==> src/logic/io_pkg.sv <==
// Widths, register map, baud divisors and the serial control/status word, imported by the RTL.
`default_nettype none

package io_pkg;

	localparam int NUM_PORTS = 3;
	localparam int PIN_W = 7;
	localparam int DATA_W = 8;
	localparam int ADDR_W = 4;

	localparam int OVERSAMPLE = 16; // Sample ticks per bit.
	localparam int SAMPLE_W = $clog2(OVERSAMPLE);
	localparam int FRAME_W = DATA_W + 2; // Start, data and stop.
	localparam int BIT_W = $clog2(FRAME_W);

	// Scaled-down rates, same ratios as the console chip.
	localparam int NUM_BAUD = 4;
	localparam int BAUD_SEL_W = $clog2(NUM_BAUD);
	localparam int unsigned BAUD_DIV [NUM_BAUD] = '{2, 4, 8, 32};
	localparam int PRESCALE_W = $clog2(BAUD_DIV[NUM_BAUD-1]);

	localparam int ADDR_PDATA_BASE = 1;
	localparam int ADDR_PCTRL_BASE = 4;
	localparam int ADDR_SER_BASE = 7; // Tx data, rx data, status per port.
	localparam int SER_STRIDE = 3;

	localparam int TX_PIN = 4;
	localparam int RX_PIN = 5;
	localparam int IRQ_PIN = 6;

	localparam logic [1:0] TX_IDLE = 2'd0;
	localparam logic [1:0] TX_SHIFT = 2'd1;
	localparam logic [1:0] TX_STOP = 2'd2;

	localparam logic [1:0] RX_IDLE = 2'd0;
	localparam logic [1:0] RX_START = 2'd1;
	localparam logic [1:0] RX_DATA = 2'd2;
	localparam logic [1:0] RX_STOP = 2'd3;

	// Written as control bits 7:3, read back with the status bits below them.
	typedef union packed {
		struct packed {
			logic [BAUD_SEL_W-1:0] baud;
			logic rx_en;
			logic tx_en;
			logic rx_ie;
			logic rx_err;
			logic rx_rdy;
			logic tx_full;
		} fields;
		logic [DATA_W-1:0] raw;
	} ser_word_u;

endpackage

`default_nettype wire

==> src/logic/reg_decode.sv <==
// Register bus decoder; turns address and strobes into per-port pulses and muxes read data.
`timescale 1ns/1ps
`default_nettype none

module reg_decode
	(
	input wire MCLK,
	input wire [io_pkg::ADDR_W-1:0] addr_i,
	input wire [io_pkg::DATA_W-1:0] wdata_i,
	input wire wr_i,
	input wire rd_i,
	output logic [io_pkg::NUM_PORTS-1:0] pdata_we_o,
	output logic [io_pkg::NUM_PORTS-1:0] pctrl_we_o,
	output logic [io_pkg::NUM_PORTS-1:0] ser_we_o,
	output logic [io_pkg::NUM_PORTS-1:0] txd_we_o,
	output logic [io_pkg::NUM_PORTS-1:0] rx_read_o,
	input wire [io_pkg::DATA_W-1:0] pdata_i [io_pkg::NUM_PORTS],
	input wire [io_pkg::DATA_W-1:0] pctrl_i [io_pkg::NUM_PORTS],
	input wire io_pkg::ser_word_u serword_i [io_pkg::NUM_PORTS],
	input wire [io_pkg::DATA_W-1:0] txd_i [io_pkg::NUM_PORTS],
	input wire [io_pkg::DATA_W-1:0] rxd_i [io_pkg::NUM_PORTS],
	input wire [io_pkg::PIN_W-1:0] pins_i [io_pkg::NUM_PORTS],
	output logic [io_pkg::DATA_W-1:0] rdata_o
	);

	import io_pkg::*;

	logic [PIN_W-1:0] pins_q [NUM_PORTS];
	logic [DATA_W-1:0] rd_mux;

	always_ff @(posedge MCLK)
	begin
		pins_q <= pins_i; // Pins are sampled once before the read mux.
	end

	always_comb
	begin
		for (int p = 0; p < NUM_PORTS; p++)
		begin
			pdata_we_o[p] = wr_i && addr_i == ADDR_W'(ADDR_PDATA_BASE + p);
			pctrl_we_o[p] = wr_i && addr_i == ADDR_W'(ADDR_PCTRL_BASE + p);
			txd_we_o[p] = wr_i && addr_i == ADDR_W'(ADDR_SER_BASE + SER_STRIDE * p);
			rx_read_o[p] = rd_i && addr_i == ADDR_W'(ADDR_SER_BASE + SER_STRIDE * p + 1);
			ser_we_o[p] = wr_i && addr_i == ADDR_W'(ADDR_SER_BASE + SER_STRIDE * p + 2);
		end
	end

	// Address 0 and unmatched addresses read zero.
	always_comb
	begin
		rd_mux = '0;
		for (int p = 0; p < NUM_PORTS; p++)
		begin
			if (addr_i == ADDR_W'(ADDR_PDATA_BASE + p))
				rd_mux = {pdata_i[p][DATA_W-1], pins_q[p]};
			if (addr_i == ADDR_W'(ADDR_PCTRL_BASE + p))
				rd_mux = pctrl_i[p];
			if (addr_i == ADDR_W'(ADDR_SER_BASE + SER_STRIDE * p))
				rd_mux = txd_i[p];
			if (addr_i == ADDR_W'(ADDR_SER_BASE + SER_STRIDE * p + 1))
				rd_mux = rxd_i[p];
			if (addr_i == ADDR_W'(ADDR_SER_BASE + SER_STRIDE * p + 2))
				rd_mux = serword_i[p].raw; // Control plus status.
		end
	end

	// During a write cycle the data bus carries the write byte.
	assign rdata_o = wr_i ? wdata_i : rd_mux;

endmodule

`default_nettype wire

==> src/logic/baud_timer.sv <==
// Shared baud prescaler; gives one oversample tick pulse per selectable baud rate.
`timescale 1ns/1ps
`default_nettype none

module baud_timer
	(
	input wire MCLK,
	input wire rst_i,
	output logic [io_pkg::NUM_BAUD-1:0] tick_o
	);

	import io_pkg::*;

	logic [PRESCALE_W-1:0] cnt_q;

	always_ff @(posedge MCLK)
	begin
		if (rst_i)
			cnt_q <= '0;
		else
			cnt_q <= cnt_q + 1'b1; // Wraps at the largest divisor.
	end

	// Divisors are powers of two, so a tick is the low bits all set.
	always_comb
	begin
		for (int k = 0; k < NUM_BAUD; k++)
			tick_o[k] = &(cnt_q | ~PRESCALE_W'(BAUD_DIV[k] - 1));
	end

endmodule

`default_nettype wire

==> src/logic/port_regs.sv <==
// Registers and status flags of one controller port, with pin direction and interrupt logic.
`timescale 1ns/1ps
`default_nettype none

module port_regs
	(
	input wire MCLK,
	input wire rst_i,
	input wire [io_pkg::DATA_W-1:0] wdata_i,
	input wire pdata_we_i,
	input wire pctrl_we_i,
	input wire ser_we_i,
	input wire txd_we_i,
	input wire rx_read_i,
	input wire tx_taken_i,
	input wire rx_done_i,
	input wire stop_bit_i,
	input wire tx_line_i,
	input wire pin6_i,
	output logic [io_pkg::DATA_W-1:0] pdata_o,
	output logic [io_pkg::DATA_W-1:0] pctrl_o,
	output logic [io_pkg::DATA_W-1:0] txd_o,
	output io_pkg::ser_word_u serword_o,
	output logic [io_pkg::PIN_W-1:0] pin_o,
	output logic [io_pkg::PIN_W-1:0] pin_d_o,
	output logic irq_o
	);

	import io_pkg::*;

	ser_word_u wr_word;

	assign wr_word.raw = wdata_i;

	always_ff @(posedge MCLK)
	begin
		if (rst_i)
		begin
			pdata_o <= '0;
			pctrl_o <= '0;
			txd_o <= '0;
			serword_o.raw <= '0;
		end
		else
		begin
			if (pdata_we_i)
				pdata_o <= wdata_i;
			if (pctrl_we_i)
				pctrl_o <= wdata_i;
			if (txd_we_i)
				txd_o <= wdata_i; // Overwrites a pending byte.
			if (ser_we_i)
			begin
				serword_o.fields.baud <= wr_word.fields.baud;
				serword_o.fields.rx_en <= wr_word.fields.rx_en;
				serword_o.fields.tx_en <= wr_word.fields.tx_en;
				serword_o.fields.rx_ie <= wr_word.fields.rx_ie;
			end
			if (txd_we_i)
				serword_o.fields.tx_full <= 1'b1;
			else if (tx_taken_i)
				serword_o.fields.tx_full <= 1'b0;
			// A completed frame wins over a coinciding read.
			if (rx_done_i)
			begin
				serword_o.fields.rx_rdy <= 1'b1;
				serword_o.fields.rx_err <= ~stop_bit_i;
			end
			else if (rx_read_i)
			begin
				serword_o.fields.rx_rdy <= 1'b0;
				serword_o.fields.rx_err <= 1'b0;
			end
		end
	end

	always_comb
	begin
		pin_d_o = pctrl_o[PIN_W-1:0]; // 1 drives the pin.
		pin_o = pdata_o[PIN_W-1:0];
		if (serword_o.fields.tx_en)
		begin
			pin_d_o[TX_PIN] = 1'b1;
			pin_o[TX_PIN] = tx_line_i;
		end
		if (serword_o.fields.rx_en)
			pin_d_o[RX_PIN] = 1'b0;
	end

	assign irq_o = (~pin6_i & pctrl_o[DATA_W-1])
		| (serword_o.fields.rx_rdy & serword_o.fields.rx_ie);

endmodule

`default_nettype wire

==> src/logic/serial_sequencer.sv <==
// Transmit and receive bit sequencing of one port's UART, paced by the selected oversample tick.
`timescale 1ns/1ps
`default_nettype none

module serial_sequencer
	(
	input wire MCLK,
	input wire rst_i,
	input wire [io_pkg::NUM_BAUD-1:0] tick_i,
	input wire [io_pkg::BAUD_SEL_W-1:0] baud_i,
	input wire tx_en_i,
	input wire rx_en_i,
	input wire tx_full_i,
	input wire rx_pin_i,
	output logic tx_load_o,
	output logic tx_shift_o,
	output logic tx_taken_o,
	output logic rx_shift_o,
	output logic rx_done_o,
	output logic stop_bit_o
	);

	import io_pkg::*;

	logic tick;
	logic tx_tick;
	logic rx_tick;
	logic tx_bit_end;
	logic rx_bit_end;
	logic rx_half;
	logic [1:0] tx_state_q;
	logic [SAMPLE_W-1:0] tx_cnt_q;
	logic [BIT_W-1:0] tx_bit_q;
	logic [1:0] rx_state_q;
	logic [SAMPLE_W-1:0] rx_cnt_q;
	logic [BIT_W-1:0] rx_bit_q;

	assign tick = tick_i[baud_i];
	assign tx_tick = tick & tx_en_i; // A disabled side stalls in place.
	assign rx_tick = tick & rx_en_i;
	assign tx_bit_end = tx_tick && tx_cnt_q == SAMPLE_W'(OVERSAMPLE - 1);
	assign rx_bit_end = rx_tick && rx_cnt_q == SAMPLE_W'(OVERSAMPLE - 1);
	assign rx_half = rx_tick && rx_cnt_q == SAMPLE_W'(OVERSAMPLE / 2 - 1);

	assign tx_load_o = tx_tick && tx_state_q == TX_IDLE && tx_full_i;
	assign tx_taken_o = tx_load_o;
	assign tx_shift_o = tx_bit_end && tx_state_q != TX_IDLE;
	assign rx_shift_o = rx_bit_end && rx_state_q == RX_DATA;
	assign rx_done_o = rx_bit_end && rx_state_q == RX_STOP;
	assign stop_bit_o = rx_done_o & rx_pin_i;

	always_ff @(posedge MCLK)
	begin
		if (rst_i)
		begin
			tx_state_q <= TX_IDLE;
			tx_cnt_q <= '0;
			tx_bit_q <= '0;
		end
		else
		begin
			if (tx_state_q == TX_IDLE)
				tx_cnt_q <= '0;
			else if (tx_tick)
				tx_cnt_q <= tx_bit_end ? '0 : tx_cnt_q + 1'b1;
			case (tx_state_q)
				TX_IDLE:
					if (tx_load_o)
					begin
						tx_state_q <= TX_SHIFT;
						tx_bit_q <= '0;
					end
				TX_SHIFT:
					if (tx_bit_end)
					begin
						tx_bit_q <= tx_bit_q + 1'b1;
						if (tx_bit_q == BIT_W'(DATA_W)) // Last data bit done, stop bit out.
							tx_state_q <= TX_STOP;
					end
				default:
					if (tx_bit_end)
						tx_state_q <= TX_IDLE;
			endcase
		end
	end

	always_ff @(posedge MCLK)
	begin
		if (rst_i)
		begin
			rx_state_q <= RX_IDLE;
			rx_cnt_q <= '0;
			rx_bit_q <= '0;
		end
		else
		begin
			case (rx_state_q)
				RX_IDLE:
				begin
					rx_cnt_q <= '0;
					if (rx_tick && !rx_pin_i)
						rx_state_q <= RX_START;
				end
				RX_START:
					// Half a bit later the start bit must still be low.
					if (rx_half)
					begin
						rx_cnt_q <= '0;
						rx_bit_q <= '0;
						rx_state_q <= rx_pin_i ? RX_IDLE : RX_DATA;
					end
					else if (rx_tick)
						rx_cnt_q <= rx_cnt_q + 1'b1;
				RX_DATA:
					if (rx_tick)
					begin
						rx_cnt_q <= rx_bit_end ? '0 : rx_cnt_q + 1'b1;
						if (rx_bit_end)
						begin
							rx_bit_q <= rx_bit_q + 1'b1;
							if (rx_bit_q == BIT_W'(DATA_W - 1))
								rx_state_q <= RX_STOP;
						end
					end
				default:
					if (rx_tick)
					begin
						rx_cnt_q <= rx_bit_end ? '0 : rx_cnt_q + 1'b1;
						if (rx_bit_end)
							rx_state_q <= RX_IDLE;
					end
			endcase
		end
	end

endmodule

`default_nettype wire

==> src/logic/serial_shifter.sv <==
// Transmit frame register, receive shift register and received-data latch of one port.
`timescale 1ns/1ps
`default_nettype none

module serial_shifter
	(
	input wire MCLK,
	input wire rst_i,
	input wire [io_pkg::DATA_W-1:0] txd_i,
	input wire tx_load_i,
	input wire tx_shift_i,
	input wire rx_shift_i,
	input wire rx_done_i,
	input wire rx_pin_i,
	output logic tx_line_o,
	output logic [io_pkg::DATA_W-1:0] rxd_o
	);

	import io_pkg::*;

	logic [FRAME_W-1:0] tx_frame_q;
	logic [DATA_W-1:0] rx_shift_q;

	// Ones shift in behind the frame, so the line idles high.
	always_ff @(posedge MCLK)
	begin
		if (rst_i)
			tx_frame_q <= '1;
		else if (tx_load_i)
			tx_frame_q <= {1'b1, txd_i, 1'b0};
		else if (tx_shift_i)
			tx_frame_q <= {1'b1, tx_frame_q[FRAME_W-1:1]};
	end

	assign tx_line_o = tx_frame_q[0];

	always_ff @(posedge MCLK)
	begin
		if (rx_shift_i)
			rx_shift_q <= {rx_pin_i, rx_shift_q[DATA_W-1:1]}; // LSB arrives first.
	end

	always_ff @(posedge MCLK)
	begin
		if (rst_i)
			rxd_o <= '0;
		else if (rx_done_i)
			rxd_o <= rx_shift_q;
	end

endmodule

`default_nettype wire

==> src/logic/io_ctrl_top.sv <==
// Top of the three-port I/O controller; connects the register bus, the prescaler and the ports.
`timescale 1ns/1ps
`default_nettype none

module io_ctrl_top
	(
	input wire MCLK,
	input wire rst_i,
	input wire [io_pkg::ADDR_W-1:0] addr_i,
	input wire [io_pkg::DATA_W-1:0] wdata_i,
	input wire wr_i,
	input wire rd_i,
	output logic [io_pkg::DATA_W-1:0] rdata_o,
	input wire [io_pkg::PIN_W-1:0] port_a_i,
	input wire [io_pkg::PIN_W-1:0] port_b_i,
	input wire [io_pkg::PIN_W-1:0] port_c_i,
	output logic [io_pkg::PIN_W-1:0] port_a_o,
	output logic [io_pkg::PIN_W-1:0] port_b_o,
	output logic [io_pkg::PIN_W-1:0] port_c_o,
	output logic [io_pkg::PIN_W-1:0] port_a_d,
	output logic [io_pkg::PIN_W-1:0] port_b_d,
	output logic [io_pkg::PIN_W-1:0] port_c_d,
	output logic int_n_o
	);

	import io_pkg::*;

	logic [PIN_W-1:0] pin_in [NUM_PORTS];
	logic [PIN_W-1:0] pin_out [NUM_PORTS];
	logic [PIN_W-1:0] pin_dir [NUM_PORTS];
	logic [NUM_PORTS-1:0] pdata_we;
	logic [NUM_PORTS-1:0] pctrl_we;
	logic [NUM_PORTS-1:0] ser_we;
	logic [NUM_PORTS-1:0] txd_we;
	logic [NUM_PORTS-1:0] rx_read;
	logic [DATA_W-1:0] pdata [NUM_PORTS];
	logic [DATA_W-1:0] pctrl [NUM_PORTS];
	logic [DATA_W-1:0] txd [NUM_PORTS];
	logic [DATA_W-1:0] rxd [NUM_PORTS];
	ser_word_u serword [NUM_PORTS];
	logic [NUM_BAUD-1:0] tick;
	logic [NUM_PORTS-1:0] tx_load;
	logic [NUM_PORTS-1:0] tx_shift;
	logic [NUM_PORTS-1:0] tx_taken;
	logic [NUM_PORTS-1:0] rx_shift;
	logic [NUM_PORTS-1:0] rx_done;
	logic [NUM_PORTS-1:0] stop_bit;
	logic [NUM_PORTS-1:0] tx_line;
	logic [NUM_PORTS-1:0] irq;

	assign pin_in[0] = port_a_i;
	assign pin_in[1] = port_b_i;
	assign pin_in[2] = port_c_i;
	assign port_a_o = pin_out[0];
	assign port_b_o = pin_out[1];
	assign port_c_o = pin_out[2];
	assign port_a_d = pin_dir[0];
	assign port_b_d = pin_dir[1];
	assign port_c_d = pin_dir[2];

	assign int_n_o = ~|irq; // Any port pulls the line low.

	reg_decode u_decode (.MCLK(MCLK), .addr_i(addr_i), .wdata_i(wdata_i), .wr_i(wr_i),
		.rd_i(rd_i), .pdata_we_o(pdata_we), .pctrl_we_o(pctrl_we), .ser_we_o(ser_we),
		.txd_we_o(txd_we), .rx_read_o(rx_read), .pdata_i(pdata), .pctrl_i(pctrl),
		.serword_i(serword), .txd_i(txd), .rxd_i(rxd), .pins_i(pin_in), .rdata_o(rdata_o));

	baud_timer u_timer (.MCLK(MCLK), .rst_i(rst_i), .tick_o(tick));

	for (genvar g = 0; g < NUM_PORTS; g++)
	begin : g_port
		port_regs u_regs (.MCLK(MCLK), .rst_i(rst_i), .wdata_i(wdata_i),
			.pdata_we_i(pdata_we[g]), .pctrl_we_i(pctrl_we[g]), .ser_we_i(ser_we[g]),
			.txd_we_i(txd_we[g]), .rx_read_i(rx_read[g]), .tx_taken_i(tx_taken[g]),
			.rx_done_i(rx_done[g]), .stop_bit_i(stop_bit[g]), .tx_line_i(tx_line[g]),
			.pin6_i(pin_in[g][IRQ_PIN]), .pdata_o(pdata[g]), .pctrl_o(pctrl[g]),
			.txd_o(txd[g]), .serword_o(serword[g]), .pin_o(pin_out[g]),
			.pin_d_o(pin_dir[g]), .irq_o(irq[g]));

		serial_sequencer u_seq (.MCLK(MCLK), .rst_i(rst_i), .tick_i(tick),
			.baud_i(serword[g].fields.baud), .tx_en_i(serword[g].fields.tx_en),
			.rx_en_i(serword[g].fields.rx_en), .tx_full_i(serword[g].fields.tx_full),
			.rx_pin_i(pin_in[g][RX_PIN]), .tx_load_o(tx_load[g]), .tx_shift_o(tx_shift[g]),
			.tx_taken_o(tx_taken[g]), .rx_shift_o(rx_shift[g]), .rx_done_o(rx_done[g]),
			.stop_bit_o(stop_bit[g]));

		serial_shifter u_shift (.MCLK(MCLK), .rst_i(rst_i), .txd_i(txd[g]),
			.tx_load_i(tx_load[g]), .tx_shift_i(tx_shift[g]), .rx_shift_i(rx_shift[g]),
			.rx_done_i(rx_done[g]), .rx_pin_i(pin_in[g][RX_PIN]), .tx_line_o(tx_line[g]),
			.rxd_o(rxd[g]));
	end

endmodule

`default_nettype wire

==> config.mk <==
export PLATFORM = sky130hd
export DESIGN_NAME = io_ctrl_top
export DESIGN_NICKNAME = d
export VERILOG_FILES = /design/src/logic/io_pkg.sv /design/src/logic/reg_decode.sv /design/src/logic/baud_timer.sv /design/src/logic/port_regs.sv /design/src/logic/serial_sequencer.sv /design/src/logic/serial_shifter.sv /design/src/logic/io_ctrl_top.sv
export SDC_FILE = /design/constraint.sdc
export NUM_CORES = 1
export LEC_CHECK = 0
export BUFFER_PORTS_ARGS = -buffer_cell sky130_fd_sc_hd__buf_2
export CORE_MARGIN = 2
export CORE_UTILIZATION = 45
export CTS_CLUSTER_SIZE = 8
export DETAILED_ROUTE_END_ITERATION = 10
export GPL_ROUTABILITY_DRIVEN = 0
export SLEW_MARGIN = 15
export SYNTH_ARGS = -nofsm -noshare
export SYNTH_HDL_FRONTEND = slang
export SYNTH_SLANG_ARGS = --single-unit
==> constraint.sdc <==
create_clock -name MCLK -period 7.72 [get_ports MCLK]
set_input_delay 1.158 -clock MCLK [delete_from_list [all_inputs] [get_ports MCLK]]
set_output_delay 1.158 -clock MCLK [all_outputs]
set_load 0.01 [all_outputs]
; ---- After elaboration in Yosys (flattened, before gate mapping)
; Index checks and enable logic that the tools add are counted.
[word_totals]
out_inout_bits = 51
word_cells = 389
ff_bits = 257
input_bits = 37
[op_classes]
muxes = 130
n_bitwise = 24
n_reduce_logical = 101
n_lt_le_gt_ge = 3
n_eq_ne = 69
addsub = 13
[op_table]
columns = cell, n
row1 = 2-to-1 mux 8 bit, 16
row2 = 2-to-1 mux 4 bit, 30
row3 = 2-to-1 mux 2 bit, 42
row4 = case mux 4 bit (2 select lines), 9
row5 = == test 4 bit (second input constant), 17
row6 = 2-to-1 mux 9 bit, 6
row7 = adder 4 x 1 -> 4 bit (second input constant), 12
row8 = logical AND 1 bit, 42
row9 = nonzero test 2 bit, 21
row10 = == test 4 x 3 -> 1 bit (second input constant), 10
row11 = inequality test 2 x 1 -> 1 bit (second input constant), 18
row12 = AND reduction 4 bit, 6
row13 = AND reduction 7 bit, 3
row14 = 2-to-1 mux 1 bit, 18
row15 = case mux 2 bit (3 select lines), 3
row16 = nonzero test 3 bit, 6
row17 = AND 1 bit, 15
row18 = == test 2 x 1 -> 1 bit (second input constant), 6
row19 = == test 2 bit (second input constant), 6
row20 = logical NOT 2 bit, 6
row21 = inequality test 2 bit (second input constant), 6
row22 = case mux 2 bit (2 select lines), 3
row23 = AND reduction 3 bit, 4
row24 = less-than comparator 2 x 3 -> 1 bit (second input constant), 3
row25 = other kinds (12), 32

; ---- Logic depth before layout (Yosys ltp)
; Gate-level depths: netlist of the first run.
[logic_depth]
ltp_word = 17
mapped_depth = 12
depth_no_buf = 9

; ---- Hierarchy
; Synthesis of the first run repeated with hierarchy kept, for this count alone.
[hier_totals]
cells_unflattened = 1334
area_unflattened_um2 = 12459.4
[by_module_without_submodules]
columns = module, seq_area_each_um2, n_inst, area_per_inst_um2, cells_each
row1 = port_regs, 640.6, 3, 1242.4, 123
row2 = serial_shifter, 580.6, 3, 930.9, 73
row3 = reg_decode, 420.4, 1, 2159.6, 299
row4 = serial_sequencer (g_port[1].u_seq), 400.4, 1, 1198.6, 141
row5 = serial_sequencer (g_port[2].u_seq), 400.4, 1, 1184.9, 144
row6 = serial_sequencer (g_port[0].u_seq), 400.4, 1, 1179.9, 143
row7 = baud_timer, 100.1, 1, 206.4, 18
row8 = io_ctrl_top, 0.0, 1, 10.0, 1

; ---- Worst setup path before layout of the first run
; No wires, ideal clock.
[synth_timing]
kind = input -> output
from = input port addr_i[0] (netlist name)
to = output port rdata_o[3] (netlist name)
n_path_buf = 1
required_ns = 6.562
slack_ns = 3.955
arrival_time_ns = 2.607
cell_stages = 6
path_cell_list = clkbuf_1 -> nor3_1 -> a2bb2oi_1 -> o311a_1 -> o21ai_0 -> a221o_1
[synth_between]
elab_chain_len = 17
elab_cells_between_ends = 31
classes_between = eq/ne (15) / mux (16)
[synth_rtl]
columns = item, line_no
row1 = from (decl), io_ctrl_top.sv:9  ; input wire [io_pkg::ADDR_W-1:0] addr_i,
row2 = == test 4 x 1 -> 1 bit, reg_decode.sv:54  ; if (addr_i == ADDR_W'(ADDR_PDATA_BASE + p))
row3 = 2-to-1 mux 8 bit, reg_decode.sv:54
row4 = 2-to-1 mux 8 bit, reg_decode.sv:56  ; if (addr_i == ADDR_W'(ADDR_PCTRL_BASE + p))
row5 = 2-to-1 mux 8 bit, reg_decode.sv:58  ; if (addr_i == ADDR_W'(ADDR_SER_BASE + SER_STRIDE * p))
row6 = 2-to-1 mux 8 bit, reg_decode.sv:60  ; if (addr_i == ADDR_W'(ADDR_SER_BASE + SER_STRIDE * p + 1))
row7 = 2-to-1 mux 8 bit, reg_decode.sv:62  ; if (addr_i == ADDR_W'(ADDR_SER_BASE + SER_STRIDE * p + 2))
row8 = 2-to-1 mux 8 bit, reg_decode.sv:54
row9 = 2-to-1 mux 8 bit, reg_decode.sv:56
row10 = 2-to-1 mux 8 bit, reg_decode.sv:58
row11 = 2-to-1 mux 8 bit, reg_decode.sv:60
row12 = 2-to-1 mux 8 bit, reg_decode.sv:62
row13 = 2-to-1 mux 8 bit, reg_decode.sv:54
row14 = 2-to-1 mux 8 bit, reg_decode.sv:56
row15 = 2-to-1 mux 8 bit, reg_decode.sv:58
row16 = 2-to-1 mux 8 bit, reg_decode.sv:60
row17 = 2-to-1 mux 8 bit (*), reg_decode.sv:62
row18 = 2-to-1 mux 8 bit (*), reg_decode.sv:68  ; assign rdata_o = wr_i ? wdata_i : rd_mux;
row19 = to (decl), io_ctrl_top.sv:13  ; output logic [io_pkg::DATA_W-1:0] rdata_o,
; Every way passes the cells marked *; elsewhere a longest branch is shown, timed or not.

; ---- Worst setup path in the final report of the first run
[layout_timing]
from = input port addr_i[3] (netlist name)
to = output port rdata_o[3] (netlist name)
; Same word-level chain as after synthesis.

==> reports/metrics.yaml, run 1 <==
antenna_found_initial: 0
postSynthCellCount: 1359
finalSetupViolations: 0
hold_violations: 0
clock-sinks: 257
synthMuxAreaShare_pct: 10.8
cts_buffer_depth: 3
drt_first_pass_iters: 6
avgSynthCellArea_um2: 8.77
start_kind: "input port"
diodes: 0
die_w_um: 167
fp.coreArea_um2: 26100
drive_gt1_share_pct: 11.8
syn_to_final_growth_pct: 11.4
layout.nets: 1424
vias: 9902
layout_setup_ws_ns: 2.51
max_stage_delay_ns: 0.71
synth_top_family_by_area: "simple AND/OR/NAND/NOR gates"
ir_drop_v: 0.000191
relSlewSlack_pct: 22.3
outcome: "complete, no violations"
dp_hpwl_mm: 22.3
cts_resized: 0
ys_warn_count: 0
numCtsBuffers: 38
port_buffers: 87
drtIter0Drc: 895
clk_pin_slew_ns: 0.05
drt-wirelength-per-cell_um: 19.1
synth_simple_gate_area_share_pct: 20.3
cp_max_fo: 53
dieHeight_um: 167
layout_commonest_cell: "dfxtp_1"
drv_cap: 0
ant_nets: 0
grt_max_degree: 107
stdcell_area_um2: 13300
initial_core_util_pct: 45.7
synth-seq-cells: 257
cts_tree: "yes"
clock_latency_ns: 0.52
cts_root_buf: "clkbuf_16"
mostFrequentLayoutCells: "233 x dfxtp_1, 190 x nor2_1, 120 x nand2_1"
holdWs_ns: 0.446
synthesis.nets: 1414
synth_seq_area_share_pct: 45.2
drc: 0
synthesis.area_um2: 11900
rsz0062_at_grt: "no"
grt-ovfl-total: 0
vias_per_cell: 5.76
hp-class: "reg -> reg"
cp-end-kind: "output port"
fin_setup_tns_ns: 0
synthArstFlopShare_pct: 0
synthFlopType: "dfxtp_1"
grt_pass1_vias: 9308
fin_crit_ns: 5.21
gr-usage-all-layers_pct: 23.1
p_per_area_nw_per_um2: 230
cts_htree_levels: 2
pre_cts_ws_ns: 2.70
synth_fa_ha_area_share_pct: 1.89
drv_slew: 0
total_power_mw: 3.06
cpMaxStageDelayCell: "buf_2"
synth-xor-area-share_pct: 1.62
clock.fmax_mhz: 192
worstPathRequired_ns: 6.56
cp_cell_sequence: "buf_2, nor2b_1, o21ai_0, a21o_1, o311a_1, o21ai_0, a221o_1, buf_2"
grt_pass1_wl_mm: 51.6
fin_crit_sh_pct: 67.5
fp-row-count: 59
wl_mm: 32.8
post_dp_cell_area_um2: 12200
synth.distinct_cells: 74
ios: 88
crit_type: "in -> out"
cts_hold_buffers: 0
worst_pin_slew_ns: 1.16
synth-edff-count: 24
cts_setup_buffers: 0
synth_compound_area_share_pct: 14.3
finClkSkew_ns: 0.0151
cp.arrival_ns: 4.05
die_area_um2: 27800
leakage_nw: 5.45
==> final timing paths <==
path	startpoint	to	slack, ns	cells past startpoint
worst max register to register	u_timer.cnt_q[0]$_SDFF_PP0_	g_port[1].u_regs.serword_o[2]$_SDFFE_PP0P_	4.64	8
worst min-delay path	g_port[0].u_shift.rx_shift_q[3]$_DFFE_PP_	g_port[0].u_shift.rx_shift_q[2]$_DFFE_PP_	0.45	0
worst max-delay path	addr_i[3]	rdata_o[3]	2.51	8
worst min register to register	g_port[0].u_shift.rx_shift_q[3]$_DFFE_PP_	g_port[0].u_shift.rx_shift_q[2]$_DFFE_PP_	0.45	0
==> cell usage after synthesis, drive strengths merged (18+ instances only) <==
| cell type | number | area (um2) |
|---|---|---|
| dfxtp | 233 | 4660 |
| nor2 | 190 | 713 |
| nand2 | 120 | 450 |
| mux2i | 116 | 1160 |
| a21oi | 102 | 510 |
| clkbuf | 65 | 244 |
| buf | 57 | 365 |
| o21ai | 50 | 250 |
| nor3 | 45 | 230 |
| nand3 | 44 | 220 |
| inv | 25 | 93.8 |
| o22ai | 25 | 156 |
| edfxtp | 24 | 721 |
| and3 | 22 | 143 |
| nor2b | 20 | 125 |
| xor2 | 20 | 175 |
| ha | 18 | 225 |
==> report_power, final <==
part	internal, mW	switching, mW	leakage, nW
Sequential	1.36	0.0135	2.10
Combinational	0.0574	0.122	2.83
Clock	0.927	0.575	0.516
Total	2.35	0.711	5.45
==> registers in the layout (all words and copies together), names as in the netlist, 12 cells and up <==
name / flops
g_port.u_seq.rx_cnt_q: 12
g_port.u_shift.tx_frame_q: 27
g_port.u_shift.rxd_o: 24
g_port.u_regs.pdata_o: 24
g_port.u_seq.tx_bit_q: 12
g_port.u_shift.rx_shift_q: 24
g_port.u_seq.tx_cnt_q: 12
g_port.u_regs.pctrl_o: 24
g_port.u_seq.rx_bit_q: 12
u_decode.pins_q: 21
g_port.u_regs.txd_o: 24
g_port.u_regs.serword_o: 24
==> metrics by stage <==
stage                     cells  utilization, %
after floorplan            1359               -
final                      1719            50.9
after global routing       1719            50.9
after CTS                  1719            50.9
after detailed placement   1664            46.9
after global placement     1664            46.9
==> kinds of logic after synthesis <==
group	count (synthesis)
xor gates and xnor gates	22
AOI/OAI and AO/OA	273
and+or+nand+nor	517
adders and majority gates	18
DFF	257
buffers and inverters	148
muxes	124
==> critical path, delay by kind of cell <==
kind | cells | cell delay [ns]
compound gates | 5 | 1.34
buf+inv | 2 | 0.87
simple gates | 1 | 0.66
==> per-layer routing <==
metal | vias to the layer above | share of wire, % | track usage, % | routed length (um)
met5 | - | 0 | 0 | 0
met1 | 4701 | 45 | 31.6 | 14800
li1 | 4798 | - | - | -
met3 | 73 | 7.0 | 4.80 | 2280
met4 | 0 | 3.4 | 8.70 | 1120
met2 | 330 | 45 | 36.1 | 14600
==> cell type report <==
cell class              instances  area (um2)
fillers                      2477       12800
flip-flops and latches        257        5390
multi-input cells             954        5830
repair buffers                 92         479
well taps                     335         419
clock buffers                  50         996
inverters                      26        97.6
clock inverters                 5        68.8
Power figures use the tool's default switching activity.
==> run 2, diff against run 1 <==
Clock period 7.72 ns to 4.5 ns, I/O delays scaled along.
==> reports/metrics.yaml, run 2 (synthesis gave the netlist of run 1 again) <==
die_area_um2: 27800
hold_violations: 0
place_inst: 1673
numCtsBuffers: 38
layout_setup_ws_ns: 0.843
finClkSkew_ns: 0.0218
grt_max_degree: 105
cts_resized: 0
ir_drop_v: 0.000338
port_buffers: 87
utilization_pct: 51.2
die_w_um: 167
largest_register_ffs: 27
drt-met1-wl_mm: 15.1
pre_cts_ws_ns: 0.930
holdWs_ns: 0.260
ios: 88
total_power_mw: 5.21
largest_register: "g_port.u_shift.tx_frame_q"
dp_hpwl_mm: 22.6
vias: 9957
layoutNonFillerInstCount: 1727
rrSetupSlack_ns: 1.35
p_per_area_nw_per_um2: 390
finalSetupViolations: 0
clk_pin_slew_ns: 0.05
stdcell_area_um2: 13300
initial_core_util_pct: 45.7
wl_met3_mm: 2.19
cts_htree_levels: 2
drv_slew: 0
worstPathRequired_ns: 3.83
fin_setup_tns_ns: 0
layout_commonest_cell: "dfxtp_1"
drive_gt1_share_pct: 12.3
dieHeight_um: 167
drv_cap: 0
layout.nets: 1433
cp_max_fo: 31
diodes: 0
post_dp_cell_area_um2: 12300
cts_tree: "yes"
clock-sinks: 257
grt_pass1_vias: 9211
fp-row-count: 59
clock_latency_ns: 0.51
crit_type: "in -> out"
wl_mm: 32.8
drc: 0
cts_buffer_depth: 3
fill_cells: 2446
cts_setup_buffers: 0
seq_area_um2: 5390
cts_hold_buffers: 0
fin_crit_sh_pct: 81.3
fin_crit_ns: 3.66
fp.coreArea_um2: 26100
outcome: "complete, no violations"
mostFrequentLayoutCells: "233 x dfxtp_1, 190 x nor2_1, 120 x nand2_1"
grt-ovfl-total: 0
drt-wirelength-per-cell_um: 19.0
gr-usage-all-layers_pct: 23.2
vias_per_cell: 5.77
drt_first_pass_iters: 6
rsz0062_at_grt: "no"
hp-class: "in -> reg"
antenna_found_initial: 0
cts_root_buf: "clkbuf_16"
cp.arrival_ns: 2.98
leakage_nw: 5.49
multi_input_area_um2: 5830
clock.fmax_mhz: 273
relSlewSlack_pct: 25.3
grt_pass1_wl_mm: 51.5
worst_pin_slew_ns: 1.12
ant_nets: 0
cp-end-kind: "output port"
syn_to_final_growth_pct: 12.0
wl_met2_mm: 14.7
drtIter0Drc: 999
start_kind: "input port"
highest_layer: "met4"
[run 2: cell count changes in the layout (fill, tap and decap cells not counted)]
cell        previous run  this run
buf_12                 0         1
buf_4                  5        13
bufinv_16              1         0
clkbuf_16             38        39
clkbuf_8               0         1
clkinv_2               1         0
clkinv_8               1         0
clkinvlp_4             0         1
inv_6                  2         1
[run 2: area by class of cell]
cell class | instances | share of cell area [%]
clock buffer | 52 | 7.76
tap | 335 | 3.14
inverter | 26 | 0.732
multi-input combinational | 954 | 43.7
clock inverter | 2 | 0.122
sequential | 257 | 40.4
timing repair buffer | 101 | 4.19
[run 2: power breakdown]
group,switching [mW],internal (mW)
Clock,0.957,1.58
Sequential,0.0244,2.34
Combinational,0.211,0.104
Total,1.19,4.01
[run 2: routing by layer]
metal	up-vias	track usage, %
met3	63	3.94
met5	-	0
met2	348	36.6
met1	4725	32.5
li1	4821	-
met4	0	7.50
[run 2: critical path: stages]
cell and delay [ns]:
buf_2 0.45, nor2b_1 0.62, a21oi_1 0.15, o22a_1 0.22, o21ai_0 0.14, o21ai_0 0.16
a221o_1 0.40, buf_2 0.16
[run 2: worst paths after layout]
kind,startpoint,endpoint,depth (start not counted)
worst min-delay path,port_a_i[4],u_decode.pins_q[18]$_DFF_P_,1
worst max register to register,u_timer.cnt_q[0]$_SDFF_PP0_,g_port[1].u_regs.serword_o[2]$_SDFFE_PP0P_,8
worst min register to register,g_port[2].u_shift.rx_shift_q[4]$_DFFE_PP_,g_port[2].u_shift.rx_shift_q[3]$_DFFE_PP_,0
worst max-delay path,addr_i[2],rdata_o[3],8
